## config.mk

```make
export PLATFORM = sky130hd
export DESIGN_NAME = lcdDrawTop
export DESIGN_NICKNAME = d
export VERILOG_FILES = /design/src/rtl/lcdDrawPkg.sv /design/src/rtl/pixelPattern.sv /design/src/rtl/drawCore.sv /design/src/rtl/drawAdapter.sv /design/src/rtl/lcdDrawTop.sv
export VERILOG_INCLUDE_DIRS = /design/src /design/src/rtl
export SDC_FILE = /design/constraint.sdc
export NUM_CORES = 1
export LEC_CHECK = 0
export ABC_AREA = 1
export BUFFER_PORTS_ARGS = -buffer_cell sky130_fd_sc_hd__buf_2
export CAP_MARGIN = 20
export CORE_UTILIZATION = 25
export DETAILED_ROUTE_END_ITERATION = 10
export PLACE_DENSITY = 0.42
export SYNTH_ARGS = -nofsm -noshare
export SYNTH_HDL_FRONTEND = slang
export SYNTH_HIERARCHICAL = 1
export SYNTH_SLANG_ARGS = --single-unit
```

## constraint.sdc

```tcl
create_clock -name clk -period 1.5 [get_ports clk]
set_input_delay 0.3 -clock clk [delete_from_list [all_inputs] [get_ports clk]]
set_output_delay 0.3 -clock clk [all_outputs]
set_load 0.02 [all_outputs]
```

## src/rtl/lcdDraw_consts.svh

```systemverilog
`ifndef LCDDRAW_CONSTS_SVH
`define LCDDRAW_CONSTS_SVH

////////////////////////////////////////
// Screen geometry.
////////////////////////////////////////
`define SCREEN_W        16                          // 800 on the real panel.
`define SCREEN_H        8                           // 480 on the real panel.
`define PIXEL_COUNT     (`SCREEN_W * `SCREEN_H)
`define PIXEL_X_BITS    ($clog2(`SCREEN_W))         // Column counter width.
`define BAR_COUNT       8

////////////////////////////////////////
// SDRAM address layout.
////////////////////////////////////////
`define BANK_BITS       2
`define ROW_BITS        13
`define COL_BITS        9
`define SDRAM_ADDR_BITS (`BANK_BITS + `ROW_BITS + `COL_BITS)

////////////////////////////////////////
// RGB565 colours, in bar order.
////////////////////////////////////////
`define COLOR_RED       16'hF800
`define COLOR_GREEN     16'h07E0
`define COLOR_BLUE      16'h001F                    // Also the clear colour.
`define COLOR_WHITE     16'hFFFF
`define COLOR_BLACK     16'h0000
`define COLOR_YELLOW    16'hFFE0
`define COLOR_CYAN      16'h07FF
`define COLOR_MAGENTA   16'hF81F

`endif

```

## src/rtl/lcdDrawPkg.sv

```systemverilog
`include "lcdDraw_consts.svh"

package lcdDrawPkg;

    ////////////////////////////////////////
    // Draw commands.
    ////////////////////////////////////////
    // Value 2 stays free for the sine wave.
    typedef enum logic [1:0] {
        cmdClear = 2'd0,    // Fill with the clear colour.
        cmdImage = 2'd1     // Fixed colour bars.
    } drawCmd_e;

    ////////////////////////////////////////
    // SDRAM address word.
    ////////////////////////////////////////
    typedef struct packed {
        logic [`BANK_BITS-1:0] bank;
        logic [`ROW_BITS-1:0]  row;
        logic [`COL_BITS-1:0]  col;
    } sdramBrc_t;

    // Same 24 bits, read two ways.
    typedef union packed {
        logic [`SDRAM_ADDR_BITS-1:0] linear;      // Pixel index, counted by the core.
        sdramBrc_t                   bankRowCol;  // Controller view.
    } sdramAddr_u;

    ////////////////////////////////////////
    // Write request bundle.
    ////////////////////////////////////////
    typedef struct packed {
        logic       req;    // Held until wrDone.
        sdramAddr_u addr;
        logic [15:0] data;  // RGB565 pixel.
    } sdramWrReq_t;

endpackage

```

## src/rtl/pixelPattern.sv

```systemverilog
`include "lcdDraw_consts.svh"

module pixelPattern (
    input  logic [`PIXEL_X_BITS-1:0] pixelX,    // Current column.
    output logic [15:0]              barColor   // Colour of that column.
);

    // Width of one bar in pixels.
    localparam logic [`PIXEL_X_BITS-1:0] BarW =
        `PIXEL_X_BITS'(`SCREEN_W / `BAR_COUNT);
    localparam int BarIdxBits = $clog2(`BAR_COUNT);

    logic [`PIXEL_X_BITS-1:0] barQuot;          // Column over bar width.
    logic [BarIdxBits-1:0]    barIdx;

    ////////////////////////////////////////
    // Column to bar index.
    ////////////////////////////////////////
    // Constant divisor, so this folds to shifts on the small screen.
    assign barQuot = pixelX / BarW;
    assign barIdx  = barQuot[BarIdxBits-1:0];   // Eight bars fit in three bits.

    ////////////////////////////////////////
    // Bar index to colour.
    ////////////////////////////////////////
    always_comb begin
        case (barIdx)
            3'd0:    barColor = `COLOR_RED;
            3'd1:    barColor = `COLOR_GREEN;
            3'd2:    barColor = `COLOR_BLUE;
            3'd3:    barColor = `COLOR_WHITE;
            3'd4:    barColor = `COLOR_BLACK;
            3'd5:    barColor = `COLOR_YELLOW;
            3'd6:    barColor = `COLOR_CYAN;
            default: barColor = `COLOR_MAGENTA;  // Last bar.
        endcase
    end

endmodule

```

## src/rtl/drawCore.sv

```systemverilog
`include "lcdDraw_consts.svh"

module drawCore (
    input  logic                     clk,
    input  logic                     rst_n,
    input  logic                     coreEn,    // Run level from the adapter.
    input  lcdDrawPkg::drawCmd_e     coreCmd,   // Clear or image.
    output logic                     coreDone,  // One pulse per finished frame.
    output logic [`PIXEL_X_BITS-1:0] pixelX,    // Column of the pixel in flight.
    input  logic [15:0]              barColor,  // From the pattern generator.
    output lcdDrawPkg::sdramWrReq_t  sdramWr,
    input  logic                     wrDone     // Controller accepted the write.
);

    localparam logic [`SDRAM_ADDR_BITS-1:0] LastAddr =
        `SDRAM_ADDR_BITS'(`PIXEL_COUNT - 1);
    localparam logic [`PIXEL_X_BITS-1:0] LastCol =
        `PIXEL_X_BITS'(`SCREEN_W - 1);

    typedef enum logic [1:0] {
        stIdle,     // Wait for coreEn.
        stRequest,  // req high, wait for wrDone.
        stAdvance,  // One low cycle between writes.
        stFinish    // Frame done, wait for coreEn to drop.
    } coreState_e;

    coreState_e               state;
    logic                     reqQ;
    lcdDrawPkg::sdramAddr_u   addrQ;
    logic [`PIXEL_X_BITS-1:0] colQ;             // Runs beside addrQ, no divide.
    logic [15:0]              pixData;

    ////////////////////////////////////////
    // Pixel data select.
    ////////////////////////////////////////
    always_comb begin
        case (coreCmd)
            lcdDrawPkg::cmdClear: pixData = `COLOR_BLUE;
            default:              pixData = barColor;
        endcase
    end

    ////////////////////////////////////////
    // Scan FSM.
    ////////////////////////////////////////
    always_ff @(posedge clk or negedge rst_n) begin
        if (!rst_n) begin
            state    <= stIdle;
            reqQ     <= 1'b0;
            addrQ    <= '0;
            colQ     <= '0;
            coreDone <= 1'b0;
        end else begin
            coreDone <= 1'b0;                   // Pulse by default.
            case (state)
                stIdle: begin
                    if (coreEn) begin           // Fresh start from pixel 0.
                        addrQ.linear <= '0;
                        colQ         <= '0;
                        reqQ         <= 1'b1;
                        state        <= stRequest;
                    end
                end
                stRequest: begin
                    if (wrDone) begin
                        reqQ         <= 1'b0;
                        addrQ.linear <= addrQ.linear + 1'b1;
                        colQ         <= (colQ == LastCol) ? '0 : colQ + 1'b1;
                        if (addrQ.linear == LastAddr) begin
                            coreDone <= 1'b1;   // Last pixel written.
                            state    <= stFinish;
                        end else begin
                            state    <= stAdvance;
                        end
                    end
                end
                stAdvance: begin
                    reqQ  <= 1'b1;              // Next pixel.
                    state <= stRequest;
                end
                default: begin
                    if (!coreEn) state <= stIdle;  // Need a fresh rising edge.
                end
            endcase
        end
    end

    assign pixelX       = colQ;
    assign sdramWr.req  = reqQ;
    assign sdramWr.addr = addrQ;
    assign sdramWr.data = pixData;              // Stable while colQ holds.

endmodule

```

## src/rtl/drawAdapter.sv

```systemverilog
module drawAdapter (
    input  logic                 clk,
    input  logic                 rst_n,
    input  logic                 en,            // Low freezes the sequencer.
    output logic                 drawInitReady, // Power-on image is in SDRAM.
    input  logic                 drawSchedule,  // Request from the display side.
    output logic                 drawDone,      // One-cycle answer.
    output logic                 led,           // Heartbeat.
    output logic                 coreEn,
    output lcdDrawPkg::drawCmd_e coreCmd,
    input  logic                 coreDone
);

    // Step numbers.
    localparam logic [2:0] StepReserve = 3'd0;
    localparam logic [2:0] StepClear   = 3'd1;
    localparam logic [2:0] StepImage   = 3'd2;
    localparam logic [2:0] StepReady   = 3'd3;
    localparam logic [2:0] StepWait    = 3'd4;
    localparam logic [2:0] StepPulse   = 3'd5;
    localparam logic [2:0] StepReturn  = 3'd6;

    logic [2:0] step;
    logic       pendingDone;                    // coreDone seen while en was low.
    logic       coreFinished;

    ////////////////////////////////////////
    // Catch a frame end during a freeze.
    ////////////////////////////////////////
    assign coreFinished = coreDone | pendingDone;

    always_ff @(posedge clk or negedge rst_n) begin
        if (!rst_n) pendingDone <= 1'b0;
        else        pendingDone <= ~en & coreFinished;  // Consumed once en is back.
    end

    ////////////////////////////////////////
    // Step sequencer.
    ////////////////////////////////////////
    always_ff @(posedge clk or negedge rst_n) begin
        if (!rst_n) begin
            step          <= StepReserve;
            coreEn        <= 1'b0;
            coreCmd       <= lcdDrawPkg::cmdClear;
            drawInitReady <= 1'b0;
            drawDone      <= 1'b0;
            led           <= 1'b0;
        end else if (en) begin
            case (step)
                StepReserve: step <= StepClear;  // Let the SDRAM side settle.
                StepClear: begin
                    if (coreFinished) begin
                        coreEn <= 1'b0;
                        step   <= StepImage;
                    end else begin
                        coreEn  <= 1'b1;
                        coreCmd <= lcdDrawPkg::cmdClear;
                    end
                end
                StepImage: begin
                    if (coreFinished) begin
                        coreEn <= 1'b0;
                        step   <= StepReady;
                    end else begin
                        coreEn  <= 1'b1;
                        coreCmd <= lcdDrawPkg::cmdImage;
                    end
                end
                StepReady: begin
                    drawInitReady <= 1'b1;      // Sticky until reset.
                    step          <= StepWait;
                end
                StepWait: if (drawSchedule) step <= StepPulse;
                StepPulse: begin
                    drawDone <= 1'b1;
                    led      <= ~led;           // Toggle per answer.
                    step     <= StepReturn;
                end
                StepReturn: begin
                    drawDone <= 1'b0;
                    step     <= StepWait;
                end
                default: step <= StepWait;      // Unused code 7.
            endcase
        end
    end

endmodule

```

## src/rtl/lcdDrawTop.sv

```systemverilog
`include "lcdDraw_consts.svh"

module lcdDrawTop (
    input  logic                    clk,
    input  logic                    rst_n,
    input  logic                    en,
    input  logic                    drawSchedule,
    input  logic                    wrDone,         // From the SDRAM controller.
    output logic                    drawInitReady,
    output logic                    drawDone,
    output logic                    led,
    output lcdDrawPkg::sdramWrReq_t sdramWr         // To the SDRAM controller.
);

    ////////////////////////////////////////
    // Internal wires.
    ////////////////////////////////////////
    logic                     coreEn;
    lcdDrawPkg::drawCmd_e     coreCmd;
    logic                     coreDone;
    logic [`PIXEL_X_BITS-1:0] pixelX;
    logic [15:0]              barColor;

    // Sequencer.
    drawAdapter drawAdapter_inst (
        .clk           (clk),
        .rst_n         (rst_n),
        .en            (en),
        .drawInitReady (drawInitReady),
        .drawSchedule  (drawSchedule),
        .drawDone      (drawDone),
        .led           (led),
        .coreEn        (coreEn),
        .coreCmd       (coreCmd),
        .coreDone      (coreDone)
    );

    // Pixel writer.
    drawCore drawCore_inst (
        .clk      (clk),
        .rst_n    (rst_n),
        .coreEn   (coreEn),
        .coreCmd  (coreCmd),
        .coreDone (coreDone),
        .pixelX   (pixelX),
        .barColor (barColor),
        .sdramWr  (sdramWr),
        .wrDone   (wrDone)
    );

    pixelPattern pixelPattern_inst (
        .pixelX   (pixelX),
        .barColor (barColor)            // Same-cycle lookup.
    );

endmodule

```

==> results.py <==
metrics = {
    "run_status": {
        "run_status": "complete, but fails checks",
        "failed_checks": "setup timing",
    },
    "drt": {
        "num_vias": 2481,
        "drc_errors": 0,
        "route.final.wire_length_um": 6970,
        "detailedRoute.firstIterationViolations": 75,
        "routedWlPerCell_um": 12.1,
        "drtAntennaViolNets": 0,
        "detailedRoute.firstPassIterationCount": 4,
        "drt-vias-per-instance": 4.32,
    },
    "sta": {
        "timing.fmax_mhz": 597,
        "timing.final.crit_share_pct": 112,
        "setup_violations": 16,
        "hold_viol": 0,
        "rsz0062_at_grt": "true",
        "final_period_minus_worst_setup_slack_ns": 1.67,
        "layout_setup_ws_ns": -0.175,
        "timing_max_transition_violations_final": 0,
        "hold-worst-slack_ns": 0.230,
        "finalClockSkew_ns": 0.00978,
    },
    "critical_path": {
        "type_of_element_launching_the_critical_path": "flip-flop",
        "crit_arrival_ns": 1.37,
        "timing.critical_path.to_type": "output port",
        "critPathMostFrequentCell": "sky130_fd_sc_hd__nand2_2",
        "path_cells": "nand2_2 > nand2_2 > o21ai_4 > inv_1 > nor2_2 > buf_6",
        "cp_data_required_time_ns": 1.20,
        "stage_delay_of_the_slowest_cell_on_the_critical_path_ns": 0.44,
        "worstPathMaxFanout": 6,
        "timing.critical_path.slowest_stage_cell": "sky130_fd_sc_hd__dfrtp_2",
        "path_class": "reg -> out",
    },
    "pwr": {
        "pwr-share-clk_pct": 37.4,
        "p_leak_uw": 0.00175,
        "netSwitchingFraction_pct": 28.2,
        "power_per_cell_area_nw_per_um2": 703,
        "power_frac_comb_pct": 13.9,
        "seq_power_share_pct": 48.7,
        "internal_power_uw": 1780,
        "vdd_ir_drop_max_uv": 369,
        "switching_power_uw": 700,
    },
    "finish": {
        "nNetsFinal": 447,
        "layout-area-overhead-vs-synth_pct": 38.7,
        "nFillCells": 1071,
        "stdcell_area_um2": 3530,
        "inserted_diodes": 0,
        "post_route_cells_drive_above_1_share_pct": 37.0,
    },
    "synth": {
        "synth-warning-count": 6,
        "count_of_distinct_cell_types_in_the_synthesized_netlist": 33,
        "yosysTopAreaCell": "sky130_fd_sc_hd__dfrtp_1",
        "post_synth_inst_count": 367,
        "yosys.area.top_type_share_pct": 40.3,
        "syn_area_per_cell_um2": 6.93,
        "postSynthNetCount": 374,
        "synthesis.area_um2": 2540,
        "yosysSeqAreaShare_pct": 40.3,
        "yosys_register_bits": 41,
        "synth.top_cells.by_area": "sky130_fd_sc_hd__dfrtp_1, sky130_fd_sc_hd__nand2_1, sky130_fd_sc_hd__nor2_1",
    },
    "global_route": {
        "grt_pass1_wl_um": 11100,
        "grt_pass1_vias": 2292,
        "grt_start_max_net_pins": 42,
        "grt.overflow.total": 0,
        "initial_antenna_violation_count": 0,
        "gr-usage-all-layers_pct": 13.7,
    },
    "cts": {
        "cts_tree": "yes",
        "htree_levels": 2,
        "ctsLongestPathBuffers": 2,
        "clock-sinks": 41,
        "cts_inserted_buffers": 5,
        "clk_transition_reported_paths_ns": 0.09,
        "cts-root-buf": "sky130_fd_sc_hd__clkbuf_8",
        "worstSkewPairLatency_ns": 0.30,
    },
    "die": {
        "die_w_um": 103,
        "floorplan.initialDensity_pct": 25.9,
        "coreArea_um2": 9820,
        "die-area_um2": 10600,
        "rows": 36,
        "die_y_um": 103,
        "io_pins": 49,
    },
    "worst_hold_path": {
        "timing.hold.worst.class": "in -> reg",
    },
    "job": {
        "max_cap_violations": 0,
    },
    "placement": {
        "placement.cell_area_um2": 3060,
        "globalplace.congestion": 0.764,
        "hpwlAfterDp_um": 4860,
        "io_buffers": 48,
    },
}
[synthesized netlist by cell type]
library cell               instances
sky130_fd_sc_hd__nand2_1          87
sky130_fd_sc_hd__nor2_1           77
sky130_fd_sc_hd__dfrtp_1          41
sky130_fd_sc_hd__inv_1            38
sky130_fd_sc_hd__nand3_1          25
sky130_fd_sc_hd__a21oi_1          19
sky130_fd_sc_hd__buf_4            17
sky130_fd_sc_hd__nor3_1            8
sky130_fd_sc_hd__nand4_1           7
sky130_fd_sc_hd__inv_2             5
sky130_fd_sc_hd__o21ai_0           5
sky130_fd_sc_hd__or2_2             5
sky130_fd_sc_hd__nor2_2            4
sky130_fd_sc_hd__clkbuf_1          3
sky130_fd_sc_hd__nand2_2           3
sky130_fd_sc_hd__ha_1              2
sky130_fd_sc_hd__nor2_4            2
sky130_fd_sc_hd__o21ai_1           2
sky130_fd_sc_hd__o21bai_1          2
sky130_fd_sc_hd__o31ai_1           2
sky130_fd_sc_hd__a21oi_2           1
sky130_fd_sc_hd__a31o_2            1
sky130_fd_sc_hd__a31oi_1           1
sky130_fd_sc_hd__buf_6             1
sky130_fd_sc_hd__clkinv_2          1
sky130_fd_sc_hd__conb_1            1
sky130_fd_sc_hd__nand3_2           1
sky130_fd_sc_hd__nand3_4           1
sky130_fd_sc_hd__nand3b_1          1
sky130_fd_sc_hd__nor4_1            1
sky130_fd_sc_hd__o21ai_2           1
sky130_fd_sc_hd__xnor2_1           1
sky130_fd_sc_hd__xor2_1            1
[flip-flops by register name, summed over array words and instances (netlist names)]
signal / count
drawCore_inst/addrQ: 24
drawAdapter_inst/drawDone: 1
drawAdapter_inst/drawInitReady: 1
drawAdapter_inst/coreEn: 1
drawCore_inst/pixelX: 4
drawAdapter_inst/step: 3
drawAdapter_inst/coreCmd: 1
drawCore_inst/coreDone: 1
drawAdapter_inst/led: 1
drawAdapter_inst/pendingDone: 1
drawCore_inst/state: 2
drawCore_inst/reqQ: 1
[placed cells by master, fill, tap and decap left out, types with 2 or more instances in the layout]
cell                       count
sky130_fd_sc_hd__nand3_2       7
sky130_fd_sc_hd__nor2_2       14
sky130_fd_sc_hd__inv_2         9
sky130_fd_sc_hd__clkbuf_8      5
sky130_fd_sc_hd__nand2_1      80
sky130_fd_sc_hd__nand2_2       9
sky130_fd_sc_hd__buf_6        15
sky130_fd_sc_hd__buf_12        4
sky130_fd_sc_hd__nand4_1       7
sky130_fd_sc_hd__nor3_2        2
sky130_fd_sc_hd__nor2_1       65
sky130_fd_sc_hd__o21ai_0       5
sky130_fd_sc_hd__nor3_1        6
sky130_fd_sc_hd__o21ai_1       2
sky130_fd_sc_hd__buf_4        33
sky130_fd_sc_hd__nand3_1      18
sky130_fd_sc_hd__dfrtp_1      31
sky130_fd_sc_hd__a21oi_1      18
sky130_fd_sc_hd__a21oi_2       2
sky130_fd_sc_hd__o31ai_1       2
sky130_fd_sc_hd__nand3_4       2
sky130_fd_sc_hd__buf_2        32
sky130_fd_sc_hd__nor2_4        5
sky130_fd_sc_hd__or2_2         5
sky130_fd_sc_hd__inv_1        34
sky130_fd_sc_hd__dfrtp_2      10
sky130_fd_sc_hd__o21bai_1      2
[power groups by stage]
stage	logic, µW	clock network (µW)	registers [µW]
4_1_cts	337	971	1210
6_report	346	928	1210
5_1_grt	379	1020	1220
2_1_floorplan	190	0	1260
3_3_place_gp	328	0	1230
3_5_place_dp	329	0	1230
[stage by stage]
stage / TNS (ns) / setup slack, ns / cells / util [%] / total power (µW)
after floorplan: 0 / 0.00132 / 367 / - / 1450
after global placement: 0 / 0.0560 / 553 / 31.2 / 1560
after detailed placement: 0 / 0.0486 / 553 / 31.2 / 1560
after CTS: -2.99 / -0.215 / 565 / 33.4 / 2520
after global routing: -4.07 / -0.317 / 574 / 36.0 / 2620
final: -2.16 / -0.175 / 574 / 36.0 / 2480
[logic make-up (layout without fill, tap and decap cells)]
kind of cell | count (synthesis) | in the layout | synth area share (%)
AND/OR/NAND/NOR | 222 | 223 | 37.9
AO/OA/AOI/OAI | 34 | 34 | 7.57
buffers and inverters | 65 | 138 | 12.4
adder cells (fa/ha/maj) | 2 | 2 | 0.983
other | 1 | 1 | 0.147
flip-flops | 41 | 41 | 40.3
XOR/XNOR | 2 | 2 | 0.688
[repair_timing]
action / 4_1_cts / 5_1_grt
hold buffers: 1 / 0
resized for setup: 25 / 49
setup buffers: 3 / 7
pin swaps: 12 / 17
gates cloned: 0 / 2
hold endpoints to repair: 41 / 0
setup endpoints to repair: 16 / 32
[routing by layer]
metal  up-vias  part of all wire (%)  track usage (%)
li1       1287                     -                -
met1      1162                    50             18.9
met2        30                    46             22.1
met3         2                   2.8             2.31
met4         0                  0.60             3.58
met5         -                     0                0
[cell type report]
type / count / area [µm²] / share of cell area [%]
Clock buffer: 5 / 68.8 / 1.95
Clock inverter: 3 / 46.3 / 1.31
Multi-Input combinational cell: 262 / 1350 / 38.3
Sequential cell: 41 / 1040 / 29.4
Inverter: 44 / 166 / 4.71
Tap cell: 133 / 166 / 4.71
Timing Repair Buffer: 86 / 692 / 19.6
[final timing paths]
check,slack [ns],depth (start not counted),start,end
max in group asynchronous,0.75,3,rst_n,drawCore_inst/addrQ[9]$_DFFE_PN0P_
min in group asynchronous,0.49,3,rst_n,drawCore_inst/addrQ[22]$_DFFE_PN0P_
setup / recovery,-0.17,6,drawCore_inst/pixelX[1]$_DFFE_PN0P_,sdramWr[6]
setup reg to reg,0.02,9,drawCore_inst/addrQ[0]$_DFFE_PN0P_,drawCore_inst/addrQ[18]$_DFFE_PN0P_
hold reg to reg,0.47,1,drawAdapter_inst/led$_DFFE_PN0P_,drawAdapter_inst/led$_DFFE_PN0P_
hold / removal,0.23,2,en,drawAdapter_inst/pendingDone$_DFF_PN0_
[worst max-delay path, delay by kind of cell, from the launching register on]
| family | cells | cell delay, ns |
|---|---|---|
| flip-flops | 1 | 0.44 |
| AND/OR/NAND/NOR | 3 | 0.24 |
| AO/OA/AOI/OAI | 1 | 0.20 |
| buffers and inverters | 2 | 0.19 |
No activity file was read; power rests on OpenSTA's default activity.
